File: config.mk
export PLATFORM = sky130hd
export DESIGN_NAME = biu_top
export DESIGN_NICKNAME = d
export VERILOG_FILES = /design/src/biu_pkg.sv /design/src/biu_top.sv /design/src/biu_axi_interface.sv /design/src/biu_arbiter.sv
export VERILOG_INCLUDE_DIRS = /design/src
export SDC_FILE = /design/constraint.sdc
export NUM_CORES = 1
export LEC_CHECK = 0
export BUFFER_PORTS_ARGS = -buffer_cell sky130_fd_sc_hd__buf_2
export CAP_MARGIN = 20
export CORE_AREA = 2 2 148 150
export DETAILED_ROUTE_END_ITERATION = 16
export DIE_AREA = 0 0 150 152
export GPL_ROUTABILITY_DRIVEN = 0
export GPL_TIMING_DRIVEN = 0
export PLACE_DENSITY = 0.53
export SYNTH_ARGS = -nofsm -noshare
export SYNTH_HDL_FRONTEND = slang
export SYNTH_SLANG_ARGS = --single-unit
File: constraint.sdc
create_clock -name clk -period 4.73 [get_ports clk]
set_input_delay 0.473 -clock clk [delete_from_list [all_inputs] [get_ports clk]]
set_output_delay 0.473 -clock clk [all_outputs]
set_load 0.01 [all_outputs]
File: src/biu_macros.svh
`ifndef BIU_MACROS_SVH
`define BIU_MACROS_SVH

// bus widths
`define BIU_AW      32
`define BIU_DW      32
// one strobe bit per data byte
`define BIU_SW      (`BIU_DW/8)
// axi id width
`define BIU_IDW     4

// axi field widths
`define BIU_LENW    8
`define BIU_SIZEW   3
`define BIU_BURSTW  2
`define BIU_CACHEW  4
`define BIU_PROTW   3
`define BIU_RESPW   2

// fixed single beat attributes
`define BIU_LEN     8'd0
// 4 bytes per beat
`define BIU_SIZE    3'd2
// incr
`define BIU_BURST   2'b01
// normal non-cacheable bufferable
`define BIU_CACHE   4'b0011
// unprivileged secure data access
`define BIU_PROT    3'b000

`endif
File: src/biu_pkg.sv
`include "biu_macros.svh"

package biu_pkg;

   // owner of a transaction, sent on ar/aw id and echoed on r/b id
   typedef enum logic [`BIU_IDW-1:0] {
      ID_IFU    = 4'd0,
      ID_LSU_RD = 4'd1,
      ID_LSU_WR = 4'd2
   } biu_id_e;

   // axi response codes
   typedef enum logic [`BIU_RESPW-1:0] {
      OKAY   = 2'b00,
      EXOKAY = 2'b01,
      SLVERR = 2'b10,
      DECERR = 2'b11
   } biu_resp_e;

   // read side of the arbiter
   typedef enum logic {
      RD_IDLE = 1'b0,
      RD_BUSY = 1'b1
   } biu_arb_state_e;

   ////////////////////////////////////////////////////////////
   // requester commands
   ////////////////////////////////////////////////////////////

   typedef struct packed {
      logic [`BIU_AW-1:0] addr;
   } biu_rd_req_t;

   typedef struct packed {
      logic [`BIU_AW-1:0] addr;
      logic [`BIU_DW-1:0] data;
      logic [`BIU_SW-1:0] strb;
   } biu_wr_req_t;

   ////////////////////////////////////////////////////////////
   // axi channel beats
   ////////////////////////////////////////////////////////////

   // ar and aw, 57 bits
   typedef struct packed {
      logic [`BIU_IDW-1:0]    id;
      logic [`BIU_AW-1:0]     addr;
      logic [`BIU_LENW-1:0]   len;
      logic [`BIU_SIZEW-1:0]  size;
      logic [`BIU_BURSTW-1:0] burst;
      logic                   lock;
      logic [`BIU_CACHEW-1:0] cache;
      logic [`BIU_PROTW-1:0]  prot;
   } biu_ax_t;

   typedef struct packed {
      logic [`BIU_DW-1:0] data;
      logic [`BIU_SW-1:0] strb;
      logic               last;
   } biu_w_t;

   typedef struct packed {
      logic [`BIU_IDW-1:0] id;
      logic [`BIU_DW-1:0]  data;
      biu_resp_e           resp;
      logic                last;
   } biu_r_t;

   typedef struct packed {
      logic [`BIU_IDW-1:0] id;
      biu_resp_e           resp;
   } biu_b_t;

endpackage

File: src/biu_top.sv
`include "biu_macros.svh"

module biu_top (
   input  logic                 clk,
   input  logic                 arst_n,

   // requester side
   input  logic                 ifu_rd_req,
   input  biu_pkg::biu_rd_req_t ifu_rd_cmd,
   input  logic                 lsu_rd_req,
   input  biu_pkg::biu_rd_req_t lsu_rd_cmd,
   input  logic                 lsu_wr_req,
   input  biu_pkg::biu_wr_req_t lsu_wr_cmd,
   output logic                 ifu_rd_done,
   output logic                 lsu_rd_done,
   output logic                 lsu_wr_done,
   output logic [`BIU_DW-1:0]   rd_data,
   output logic                 rd_err,
   output logic                 wr_err,

   // axi master
   input  logic                 ar_ready,
   output logic                 ar_valid,
   output biu_pkg::biu_ax_t     ar_beat,
   input  logic                 r_valid,
   input  biu_pkg::biu_r_t      r_beat,
   output logic                 r_ready,
   input  logic                 aw_ready,
   output logic                 aw_valid,
   output biu_pkg::biu_ax_t     aw_beat,
   input  logic                 w_ready,
   output logic                 w_valid,
   output biu_pkg::biu_w_t      w_beat,
   input  logic                 b_valid,
   input  biu_pkg::biu_b_t      b_beat,
   output logic                 b_ready
);

   import biu_pkg::*;

   // arbiter to interface
   logic    arb_rd_val;
   biu_ax_t arb_rd_cmd;
   logic    arb_wr_val;
   biu_ax_t arb_wr_cmd;
   biu_w_t  arb_wr_data;

   // interface back to arbiter
   logic    rd_fin;
   logic    wr_fin;

   biu_arbiter u_arbiter (
      .clk         (clk),
      .arst_n      (arst_n),
      .ifu_rd_req  (ifu_rd_req),
      .ifu_rd_cmd  (ifu_rd_cmd),
      .lsu_rd_req  (lsu_rd_req),
      .lsu_rd_cmd  (lsu_rd_cmd),
      .lsu_wr_req  (lsu_wr_req),
      .lsu_wr_cmd  (lsu_wr_cmd),
      .rd_fin      (rd_fin),
      .wr_fin      (wr_fin),
      .arb_rd_val  (arb_rd_val),
      .arb_rd_cmd  (arb_rd_cmd),
      .arb_wr_val  (arb_wr_val),
      .arb_wr_cmd  (arb_wr_cmd),
      .arb_wr_data (arb_wr_data)
   );

   biu_axi_interface u_axi_interface (
      .clk         (clk),
      .arst_n      (arst_n),
      .arb_rd_val  (arb_rd_val),
      .arb_rd_cmd  (arb_rd_cmd),
      .arb_wr_val  (arb_wr_val),
      .arb_wr_cmd  (arb_wr_cmd),
      .arb_wr_data (arb_wr_data),
      .ar_ready    (ar_ready),
      .ar_valid    (ar_valid),
      .ar_beat     (ar_beat),
      .r_valid     (r_valid),
      .r_beat      (r_beat),
      .r_ready     (r_ready),
      .aw_ready    (aw_ready),
      .aw_valid    (aw_valid),
      .aw_beat     (aw_beat),
      .w_ready     (w_ready),
      .w_valid     (w_valid),
      .w_beat      (w_beat),
      .b_valid     (b_valid),
      .b_beat      (b_beat),
      .b_ready     (b_ready),
      .rd_fin      (rd_fin),
      .wr_fin      (wr_fin),
      .rd_data     (rd_data),
      .ifu_rd_done (ifu_rd_done),
      .lsu_rd_done (lsu_rd_done),
      .lsu_wr_done (lsu_wr_done),
      .rd_err      (rd_err),
      .wr_err      (wr_err)
   );

endmodule

File: src/biu_axi_interface.sv
`include "biu_macros.svh"

module biu_axi_interface (
   input  logic               clk,
   input  logic               arst_n,

   // arbitrated read
   input  logic               arb_rd_val,
   input  biu_pkg::biu_ax_t   arb_rd_cmd,

   // arbitrated write
   input  logic               arb_wr_val,
   input  biu_pkg::biu_ax_t   arb_wr_cmd,
   input  biu_pkg::biu_w_t    arb_wr_data,

   // axi read address
   input  logic               ar_ready,
   output logic               ar_valid,
   output biu_pkg::biu_ax_t   ar_beat,

   // axi read data
   input  logic               r_valid,
   input  biu_pkg::biu_r_t    r_beat,
   output logic               r_ready,

   // axi write address
   input  logic               aw_ready,
   output logic               aw_valid,
   output biu_pkg::biu_ax_t   aw_beat,

   // axi write data
   input  logic               w_ready,
   output logic               w_valid,
   output biu_pkg::biu_w_t    w_beat,

   // axi write response
   input  logic               b_valid,
   input  biu_pkg::biu_b_t    b_beat,
   output logic               b_ready,

   // completions
   output logic               rd_fin,
   output logic               wr_fin,
   output logic [`BIU_DW-1:0] rd_data,
   output logic               ifu_rd_done,
   output logic               lsu_rd_done,
   output logic               lsu_wr_done,
   output logic               rd_err,
   output logic               wr_err
);

   import biu_pkg::*;

   // held command payload
   biu_ax_t ar_cmd_q;
   biu_ax_t aw_cmd_q;
   biu_w_t  w_data_q;

   // channel valids
   logic    ar_valid_q;
   logic    aw_valid_q;
   logic    w_valid_q;

   ////////////////////////////////////////////////////////////
   // ar channel
   ////////////////////////////////////////////////////////////

   // val pulse loads the command, valid follows one cycle later
   //
   //   arb_rd_val  _-______
   //   ar_ready    ____-___
   //   ar_valid    __---___
   //
   // the arbiter holds off the next val until rd_fin
   // so the held command is never overwritten

   always_ff @(posedge clk) begin
      if (arb_rd_val) begin
         ar_cmd_q <= arb_rd_cmd;
      end
   end

   always_ff @(posedge clk or negedge arst_n) begin
      if (!arst_n) begin
         ar_valid_q <= 1'b0;
      end else begin
         // hold until ready is sampled high
         ar_valid_q <= arb_rd_val | (ar_valid_q & ~ar_ready);
      end
   end

   assign ar_valid = ar_valid_q;
   assign ar_beat  = ar_cmd_q;

   ////////////////////////////////////////////////////////////
   // r channel
   ////////////////////////////////////////////////////////////

   // always accept read data
   assign r_ready = 1'b1;

   // single beat, last marks the end anyway
   assign rd_fin  = r_valid & r_ready & r_beat.last;
   // data straight from the bus, no capture register
   assign rd_data = r_beat.data;

   // route the completion by id
   assign ifu_rd_done = rd_fin & (r_beat.id == ID_IFU);
   assign lsu_rd_done = rd_fin & (r_beat.id == ID_LSU_RD);
   // slverr or decerr
   assign rd_err      = rd_fin & (r_beat.resp != OKAY);

   ////////////////////////////////////////////////////////////
   // aw and w channels
   ////////////////////////////////////////////////////////////

   // one val pulse loads both, then aw and w run independently
   always_ff @(posedge clk) begin
      if (arb_wr_val) begin
         aw_cmd_q <= arb_wr_cmd;
         w_data_q <= arb_wr_data;
      end
   end

   always_ff @(posedge clk or negedge arst_n) begin
      if (!arst_n) begin
         aw_valid_q <= 1'b0;
         w_valid_q  <= 1'b0;
      end else begin
         // each drops on its own ready
         aw_valid_q <= arb_wr_val | (aw_valid_q & ~aw_ready);
         w_valid_q  <= arb_wr_val | (w_valid_q & ~w_ready);
      end
   end

   assign aw_valid = aw_valid_q;
   assign aw_beat  = aw_cmd_q;
   assign w_valid  = w_valid_q;
   assign w_beat   = w_data_q;

   ////////////////////////////////////////////////////////////
   // b channel
   ////////////////////////////////////////////////////////////

   assign b_ready = 1'b1;

   // write is done only when the response is back
   assign wr_fin      = b_valid & b_ready;
   assign lsu_wr_done = wr_fin & (b_beat.id == ID_LSU_WR);
   assign wr_err      = wr_fin & (b_beat.resp != OKAY);

endmodule

File: src/biu_arbiter.sv
`include "biu_macros.svh"

module biu_arbiter (
   input  logic                 clk,
   input  logic                 arst_n,

   // instruction fetch read
   input  logic                 ifu_rd_req,
   input  biu_pkg::biu_rd_req_t ifu_rd_cmd,

   // load/store read and write
   input  logic                 lsu_rd_req,
   input  biu_pkg::biu_rd_req_t lsu_rd_cmd,
   input  logic                 lsu_wr_req,
   input  biu_pkg::biu_wr_req_t lsu_wr_cmd,

   // completions from the axi interface
   input  logic                 rd_fin,
   input  logic                 wr_fin,

   // arbitrated commands
   output logic                 arb_rd_val,
   output biu_pkg::biu_ax_t     arb_rd_cmd,
   output logic                 arb_wr_val,
   output biu_pkg::biu_ax_t     arb_wr_cmd,
   output biu_pkg::biu_w_t      arb_wr_data
);

   import biu_pkg::*;

   biu_arb_state_e rd_state_q;
   biu_arb_state_e rd_state_d;
   // 1 when the last read grant went to the ifu
   logic           last_gnt_ifu_q;
   logic           rd_gnt_ifu;
   // one write in flight at most
   logic           wr_busy_q;

   // address beat with the fixed single beat attributes
   function automatic biu_ax_t make_ax(input biu_id_e            id,
                                       input logic [`BIU_AW-1:0] addr);
      biu_ax_t ax;
      ax.id    = id;
      ax.addr  = addr;
      ax.len   = `BIU_LEN;
      ax.size  = `BIU_SIZE;
      ax.burst = `BIU_BURST;
      ax.lock  = 1'b0;
      ax.cache = `BIU_CACHE;
      ax.prot  = `BIU_PROT;
      return ax;
   endfunction

   ////////////////////////////////////////////////////////////
   // read side
   ////////////////////////////////////////////////////////////

   // ifu wins when alone, or on a tie when lsu had the last grant
   // reset value makes ifu win the first tie
   assign rd_gnt_ifu = ifu_rd_req & (~lsu_rd_req | ~last_gnt_ifu_q);

   // issue in the same cycle req is seen while idle
   assign arb_rd_val = (rd_state_q == RD_IDLE) & (ifu_rd_req | lsu_rd_req);
   assign arb_rd_cmd = rd_gnt_ifu ? make_ax(ID_IFU, ifu_rd_cmd.addr)
                                  : make_ax(ID_LSU_RD, lsu_rd_cmd.addr);

   always_comb begin
      rd_state_d = rd_state_q;
      case (rd_state_q)
         RD_IDLE: begin
            // held req must not pulse again
            if (arb_rd_val) begin
               rd_state_d = RD_BUSY;
            end
         end
         RD_BUSY: begin
            if (rd_fin) begin
               rd_state_d = RD_IDLE;
            end
         end
         default: begin
            rd_state_d = RD_IDLE;
         end
      endcase
   end

   always_ff @(posedge clk or negedge arst_n) begin
      if (!arst_n) begin
         rd_state_q     <= RD_IDLE;
         last_gnt_ifu_q <= 1'b0;
      end else begin
         rd_state_q <= rd_state_d;
         // remember winner for alternation
         if (arb_rd_val) begin
            last_gnt_ifu_q <= rd_gnt_ifu;
         end
      end
   end

   ////////////////////////////////////////////////////////////
   // write side
   ////////////////////////////////////////////////////////////

   // lsu is the only writer
   assign arb_wr_val = lsu_wr_req & ~wr_busy_q;
   assign arb_wr_cmd = make_ax(ID_LSU_WR, lsu_wr_cmd.addr);

   always_comb begin
      arb_wr_data.data = lsu_wr_cmd.data;
      arb_wr_data.strb = lsu_wr_cmd.strb;
      // single beat, always last
      arb_wr_data.last = 1'b1;
   end

   always_ff @(posedge clk or negedge arst_n) begin
      if (!arst_n) begin
         wr_busy_q <= 1'b0;
      end else if (arb_wr_val) begin
         wr_busy_q <= 1'b1;
      end else if (wr_fin) begin
         // b beat returned
         wr_busy_q <= 1'b0;
      end
   end

endmodule

==> summary.txt, run 1 <==
Global route
  • Grt ovf: 0
  • Aggregate global-route resource usage: 0.1161
  • Vias in the first global route: 3118
  • Initial antenna violation count: 0
  • First-pass GRT wire length: 18910 um
  • Largest net degree at the start of global routing: 69

Timing
  • Setup violators final: 0
  • Period utilization: 0.3681
  • Final hold vios: 0
  • Clk_skew: 0.01023 ns
  • Actual slew at the worst max-slew pin: 0.8291 ns
  • Min cycle time layout: 1.741 ns
  • RSZ-0062 raised after global routing: false
  • Slew headroom: 0.4472
  • Sum of negative setup slack: 0 ns
  • Maximum clock rate: 574.3 MHz
  • Max-slew violation count: 0

Floorplan
  • Site Rows: 54
  • Die width: 150 um
  • Die area: 22800 um^2
  • Ports: 380
  • Die H: 152 um
  • Core area: 21350 um^2
  • Initial Utilization: 0.2049

Clock tree
  • TritonCTS Buffers: 9
  • Post-CTS setup buffer count: 0
  • Post-cts resize count: 0
  • Hold Buf Count CTS: 1
  • Clk slew on worst S/H paths: 0.08 ns
  • Clk sinks: 107
  • CTS tree: yes
  • Skew-Pair Late Insertion Delay: 0.35 ns
  • Longest Clk Path Bufs: 2
  • H-tree depth: 3
  • Root buf cell: clkbuf_16

Route
  • Routed Antenna Nets: 0
  • DR DRC count: 0
  • Vias: 3210
  • Initial DRC count: 83
  • WL per Instance: 15.58 um
  • Vias per inst: 3.567
  • Pre-antenna DRT Iters: 4
  • Final wirelength: 14030 um

Final layout
  • Sequential cell area: 3183 um^2
  • Design Area, Final: 6723 um^2
  • Area of the multi-input gates: 696.9 um^2
  • Fillcell total: 2251
  • Share of layout cells above drive strength 1: 0.6984
  • ANT cells: 0
  • Area Overhead vs Synth: 53.65%
  • Final nets: 802

Run status
  • Status: completed

Placement
  • Dpl cell area: 6420 um^2
  • Port bufs: 295
  • Detailed placement HPWL: 11520 um

Logic synthesis
  • Number of enable flip-flop cells after synthesis: 101
  • Avg Cell Area, Syn: 17.03 um^2
  • Synth Instances: 257
  • Async SR Flop Fraction: 0.05607
  • Synth top area share: 0.6932
  • Yosys warnings: 0
  • Most frequent cell after synthesis: edfxtp_1
  • Yosys reg bits: 107
  • Commonest cells post-synth: edfxtp_1, buf_4, mux2_2
  • Seq/Total Area, Yosys: 0.7275
  • Ys flop type: edfxtp_1
  • Top cell type by total area after synthesis: edfxtp_1
  • Synth Cell Area: 4375 um^2
  • Top cells by area, synth: edfxtp_1, buf_4, mux2_2
  • Cell variety after synth: 22

Setup path
  • CP max FO: 2
  • Critical Path RT: 4.26 ns
  • CP Capture Type: output port
  • Critical path startpoint category: primary input
  • Worst path arrival time: 1.27 ns
  • Kind of critical path: primary input to output port

Power
  • LEAKAGE: 3.149 nW
  • VDD IR max: 0.1504 mV
  • Pwr Density: 339.7 nW/um^2

Job
  • Maxcap violations: 0

Min path
  • HP Class: primary input to register
==> placed cells by master, fill, tap and decap left out, types with 2 or more instances in the layout <==
cell type,netlist,routed
buf_2,0,295
edfxtp_1,101,101
buf_4,84,84
conb_1,2,52
mux2_2,30,30
clkbuf_16,0,9
inv_1,7,6
dfrtp_1,6,6
buf_6,3,3
nor2_1,4,3
o21ai_0,3,3
inv_6,0,3
mux2_1,2,2
nor3_1,2,2
nand2_1,2,2
nor4_1,2,2
==> path summary, 6_finish.rpt <==
path | startpoint | slack, ns | cells past startpoint | to
worst max register to register | u_arbiter.last_gnt_ifu_q | 3.08 | 3 | u_axi_interface.ar_beat[47]
max in group asynchronous | arst_n | 4.11 | 2 | u_arbiter.wr_busy_q
worst max-delay path | r_beat[38] | 2.99 | 4 | ifu_rd_done
worst min-delay path | lsu_wr_cmd[40] | 0.29 | 1 | u_axi_interface.aw_beat[25]
min in group asynchronous | arst_n | 0.47 | 2 | u_axi_interface.ar_valid
worst min register to register | u_axi_interface.ar_valid | 0.54 | 2 | u_axi_interface.ar_valid
==> critical path, stage by stage <==
cell and delay [ns]:
buf_2 0.09, or2_2 0.31, nor4_1 0.21, buf_2 0.19
==> metrics by stage <==
step	hold slack, ns	utilization	instances	power (mW)	setup slack (ns)
finish	0.2887	0.3149	900	2.284	2.989
global route	0.2619	0.3149	900	2.396	2.939
CTS	0.2661	0.3149	900	2.332	2.958
detailed placement	0.3109	0.3007	883	1.556	2.803
global placement	0.3080	0.2993	882	1.551	0.9618
floorplan	0.1774	-	307	1.374	2.384
==> report_power, final <==
group,switching (mW),internal [mW]
logic,0.188,0.188
clock network,0.386,0.372
registers,0.0229,1.13
total,0.597,1.69
==> metal layers <==
layer	track usage	vias up	wire, um
met5	0	-	0
met4	0.03774	0	113
met3	0.05105	6	1787
met2	0.2144	231	7326
met1	0.1146	1474	4799
li1	-	1499	-
==> state kept, by name, summed over array words and instances (netlist names) <==
name                      cells
u_arbiter.last_gnt_ifu_q      1
u_arbiter.rd_state_q          1
u_arbiter.wr_busy_q           1
u_axi_interface.ar_beat      33
u_axi_interface.ar_valid      1
u_axi_interface.aw_beat      32
u_axi_interface.aw_valid      1
u_axi_interface.w_beat       36
u_axi_interface.w_valid       1
==> kinds of logic (layout without fill, tap and decap cells) <==
| logic type | count (synthesis) | count (layout) | share of synthesized area |
|---|---|---|---|
| flip-flops | 107 | 107 | 0.7275 |
| other | 2 | 52 | 0.001716 |
| buffers and inverters | 94 | 407 | 0.1578 |
| AO/OA/AOI/OAI | 8 | 8 | 0.01430 |
| multiplexers | 32 | 32 | 0.08236 |
| AND/OR/NAND/NOR | 14 | 14 | 0.01630 |
==> final cells by class <==
| cell class | count | area share |
|---|---|---|
| clock inverter | 7 | 0.01005 |
| timing repair buffer | 297 | 0.2241 |
| sequential | 107 | 0.4735 |
| clock buffer | 9 | 0.03350 |
| inverter | 7 | 0.004281 |
| buffer | 87 | 0.09883 |
| tap | 280 | 0.05211 |
| multi-input combinational | 106 | 0.1037 |
(Power assumes the default switching activity.)
==> run 2, diff against run 1 <==
- ABC_AREA: default -> 1
- CORE_AREA: 2 2 148 150 -> 2 2 149 151
- DIE_AREA: 0 0 150 152 -> 0 0 151 153
- clock period: 4.73 -> 1.7 ns (I/O delays scaled with it)
==> run 2 against run 1 <==
Effect of this change: critical path depth down 1; cell count rose by 16%; clock skew down 0.0033 ns; sequential cell count stayed put; first-iteration DRC count increased by 52%; core utilization grew 3.3 points; synthesized area is 1.5% higher.
==> summary.txt, run 2 <==
Run status
  • Status: completed

Clock tree
  • H-tree depth: 3 (unchanged)
  • Clk slew on worst S/H paths: 0.08 ns (about the same)
  • Post-CTS setup buffer count: 0 (unchanged)
  • Longest Clk Path Bufs: 2 (unchanged)
  • Skew-Pair Late Insertion Delay: 0.34 ns (about the same)
  • TritonCTS Buffers: 9 (unchanged)
  • CTS tree: yes
  • Root buf cell: clkbuf_16
  • Clk sinks: 107 (unchanged)

Logic synthesis
  • Async SR Flop Fraction: 0.05607 (unchanged)
  • Seq/Total Area, Yosys: 0.7168 (-0.01066)
  • Post-synthesis xor/xnor area fraction: 0 (unchanged)
  • Synth top area share: 0.6830 (-0.01016)
  • Yosys reg bits: 107 (unchanged)
  • Post-synthesis mux area share: 0 (-0.08236)
  • Cell variety after synth: 14 (-36%)
  • Synth Instances: 334 (+30%)
  • Simple-Gate Fraction of Synth Area: 0.1079 (+0.09162)
  • Avg Cell Area, Syn: 13.29 um^2 (-22%)
  • Number of enable flip-flop cells after synthesis: 101 (unchanged)
  • Most frequent cell after synthesis: edfxtp_1
  • Synth Cell Area: 4441 um^2 (+1.5%)
  • Commonest cells post-synth: edfxtp_1, buf_4, nand2_1
  • Top cell type by total area after synthesis: edfxtp_1
  • Ys flop type: edfxtp_1
  • Top cells by area, synth: edfxtp_1, buf_4, nand2_1
  • Adder-cell share of the synthesized area: 0 (unchanged)
  • Yosys warnings: 0 (unchanged)
  • Complex-gate fraction of the synthesized area: 0.006762 (-0.007536)
  • Main combinational cell family by area after synthesis: buffers and inverters

Route
  • Routed Antenna Nets: 0 (unchanged)
  • Vias: 3756 (+17%)
  • WL per Instance: 14.79 um (-5.1%)
  • DR DRC count: 0 (unchanged)
  • Final wirelength: 15480 um (+10%)
  • Initial DRC count: 126 (+52%)
  • Pre-antenna DRT Iters: 4 (unchanged)
  • Vias per inst: 3.587 (+0.58%)

Setup path
  • Worst reg2reg setup slack: 0.21 ns (-2.87 ns)
  • Worst path cell trace: inv_1, nand2_2, clkinvlp_2
  • FF-to-FF Start: u_arbiter.wr_busy_q
  • Largest delay share family, worst path: buffers and inverters
  • Worst path arrival time: 1.44 ns (+0.17 ns)
  • Critical path startpoint category: register
  • Start point of the critical path: u_arbiter.wr_busy_q
  • Slowest CP cell: clkinvlp_2
  • CP max FO: 10 (+8)
  • CP endpoint: u_axi_interface.w_beat[27]
  • CP Buf/Inv Count: 2 (unchanged)
  • Critical Path RT: 1.65 ns (-2.61 ns)
  • CP Capture Type: register
  • Max stage delay on crit path: 0.50 ns (+0.19 ns)
  • RR Endpoint: u_axi_interface.w_beat[27]
  • Kind of critical path: register to register
  • CP Depth: 3 (-1)
  • Reg2Reg Depth: 3 (unchanged)

Floorplan
  • Die H: 153 um (+0.66%)
  • Core area: 21490 um^2 (+0.63%)
  • Die area: 23100 um^2 (+1.3%)
  • Site Rows: 54 (unchanged)
  • Ports: 380 (unchanged)
  • Initial Utilization: 0.2067 (+0.001739)
  • Die width: 151 um (+0.67%)

Timing
  • Period utilization: 0.8783
  • Sum of negative setup slack: 0 ns (unchanged)
  • Setup violators final: 0 (unchanged)
  • Min cycle time layout: 1.493 ns
  • Final hold vios: 0 (unchanged)
  • Maximum clock rate: 669.7 MHz
  • Smallest hold slack: 0.02175 ns (-0.2670 ns)
  • Clk_skew: 0.006965 ns (-0.003264 ns)
  • RSZ-0062 raised after global routing: false
  • Max-slew violation count: 0 (unchanged)

Global route
  • Aggregate global-route resource usage: 0.1256 (+0.009506)
  • Grt ovf: 0 (unchanged)
  • Vias in the first global route: 3777 (+21%)
  • First-pass GRT wire length: 21480 um (+14%)
  • Initial antenna violation count: 1 (+1)
  • Largest net degree at the start of global routing: 34 (-51%)

Final layout
  • Commonest non-fill, non-tap cell in the layout: buf_2
  • Area Overhead vs Synth: 68.47%
  • Final core occ: 0.3482 (+0.03331)
  • Share of layout cells above drive strength 1: 0.5366 (-0.1618)
  • Final nets: 949 (+18%)
  • Design Area, Final: 7481 um^2 (+11%)
  • Most frequent cells in the layout: buf_2, edfxtp_1, buf_4, dlygate4sd3_1, nand2_1
  • Largest register FFs: 36 (unchanged)
  • Fillcell total: 2182 (-3.1%)

Power
  • Pwr Density: 968.8 nW/um^2 (+190%)
  • VDD IR max: 0.3899 mV (+160%)
  • LEAKAGE: 3.641 nW (+16%)
  • Total power: 7.248 mW (+220%)

Placement
  • Dpl cell area: 6476 um^2 (+0.88%)
  • Detailed placement HPWL: 11870 um (+3.0%)
  • Port bufs: 294 (-0.34%)

Job
  • Maxcap violations: 0 (unchanged)

Min path
  • HP Class: primary input to register
[run 2: cell type report]
| class | instances | area, um^2 | share of cell area |
|---|---|---|---|
| Antenna cell | 1 | 2.502 | 0.0003345 |
| Sequential cell | 107 | 3183 | 0.4255 |
| Clock buffer | 9 | 225.2 | 0.03011 |
| Clock inverter | 6 | 61.31 | 0.008195 |
| Timing Repair Buffer | 365 | 2192 | 0.2930 |
| Tap cell | 280 | 350.3 | 0.04683 |
| Buffer | 94 | 699.4 | 0.09349 |
| Inverter | 11 | 47.55 | 0.006356 |
| Timing Repair inverter | 2 | 12.51 | 0.001673 |
| Multi-Input combinational cell | 172 | 706.9 | 0.09450 |
[run 2: report_power, final]
group	internal (mW)	switching (mW)
Sequential	3.37	0.0986
Combinational	0.729	1.00
Clock	1.02	1.03
[run 2: how the worst min path moves through the flow]
stage | end | start | slack (ns) | depth (start not counted)
2_1_floorplan | u_arbiter.last_gnt_ifu_q | arst_n | -0.13 | 0
3_3_place_gp | u_axi_interface.ar_valid | arst_n | 0.003 | 1
3_5_place_dp | u_axi_interface.w_valid | arst_n | 0.002 | 1
4_1_cts | u_axi_interface.w_valid | w_ready | 0.001 | 2
5_1_grt | u_axi_interface.w_valid | w_ready | 0.007 | 2
6_report | u_axi_interface.w_valid | w_ready | 0.02 | 2
[run 2: cell families after synthesis]
group / after synthesis
AOI/OAI and AO/OA: 6
buffers and inverters: 105
other: 2
and+or+nand+nor: 114
DFF: 107
[run 2: worst register-to-register path, stage by stage (launching register included)]
cell and delay (ns):
dfrtp_1 0.32, inv_1 0.05, nand2_2 0.22, clkinvlp_2 0.50
[run 2: metal layers]
metal / global-route usage / wire, um / share of wire / up-vias
met1: 0.1324 / 5738 / 0.37 / 1648
met4: 0.03382 / 235 / 0.015 / 0
li1: - / - / - / 1850
met2: 0.2290 / 7725 / 0.50 / 244
met3: 0.05104 / 1783 / 0.12 / 14
met5: 0 / 0 / 0 / -
[run 2: repair_timing]
action	4_1_cts	5_1_grt
resized for setup	1	2
hold buffers	70	0
setup endpoints to repair	68	62
cloned	1	1
endpoints found under the hold margin	75	0
[run 2: stage by stage]
stage | worst slack [ns] | std cells
2_1_floorplan | -0.1003 | 384
6_report | 0.2069 | 1047
4_1_cts | 0.01427 | 1045
5_1_grt | 0.08979 | 1046
3_5_place_dp | -0.2474 | 959
3_3_place_gp | -0.5705 | 958
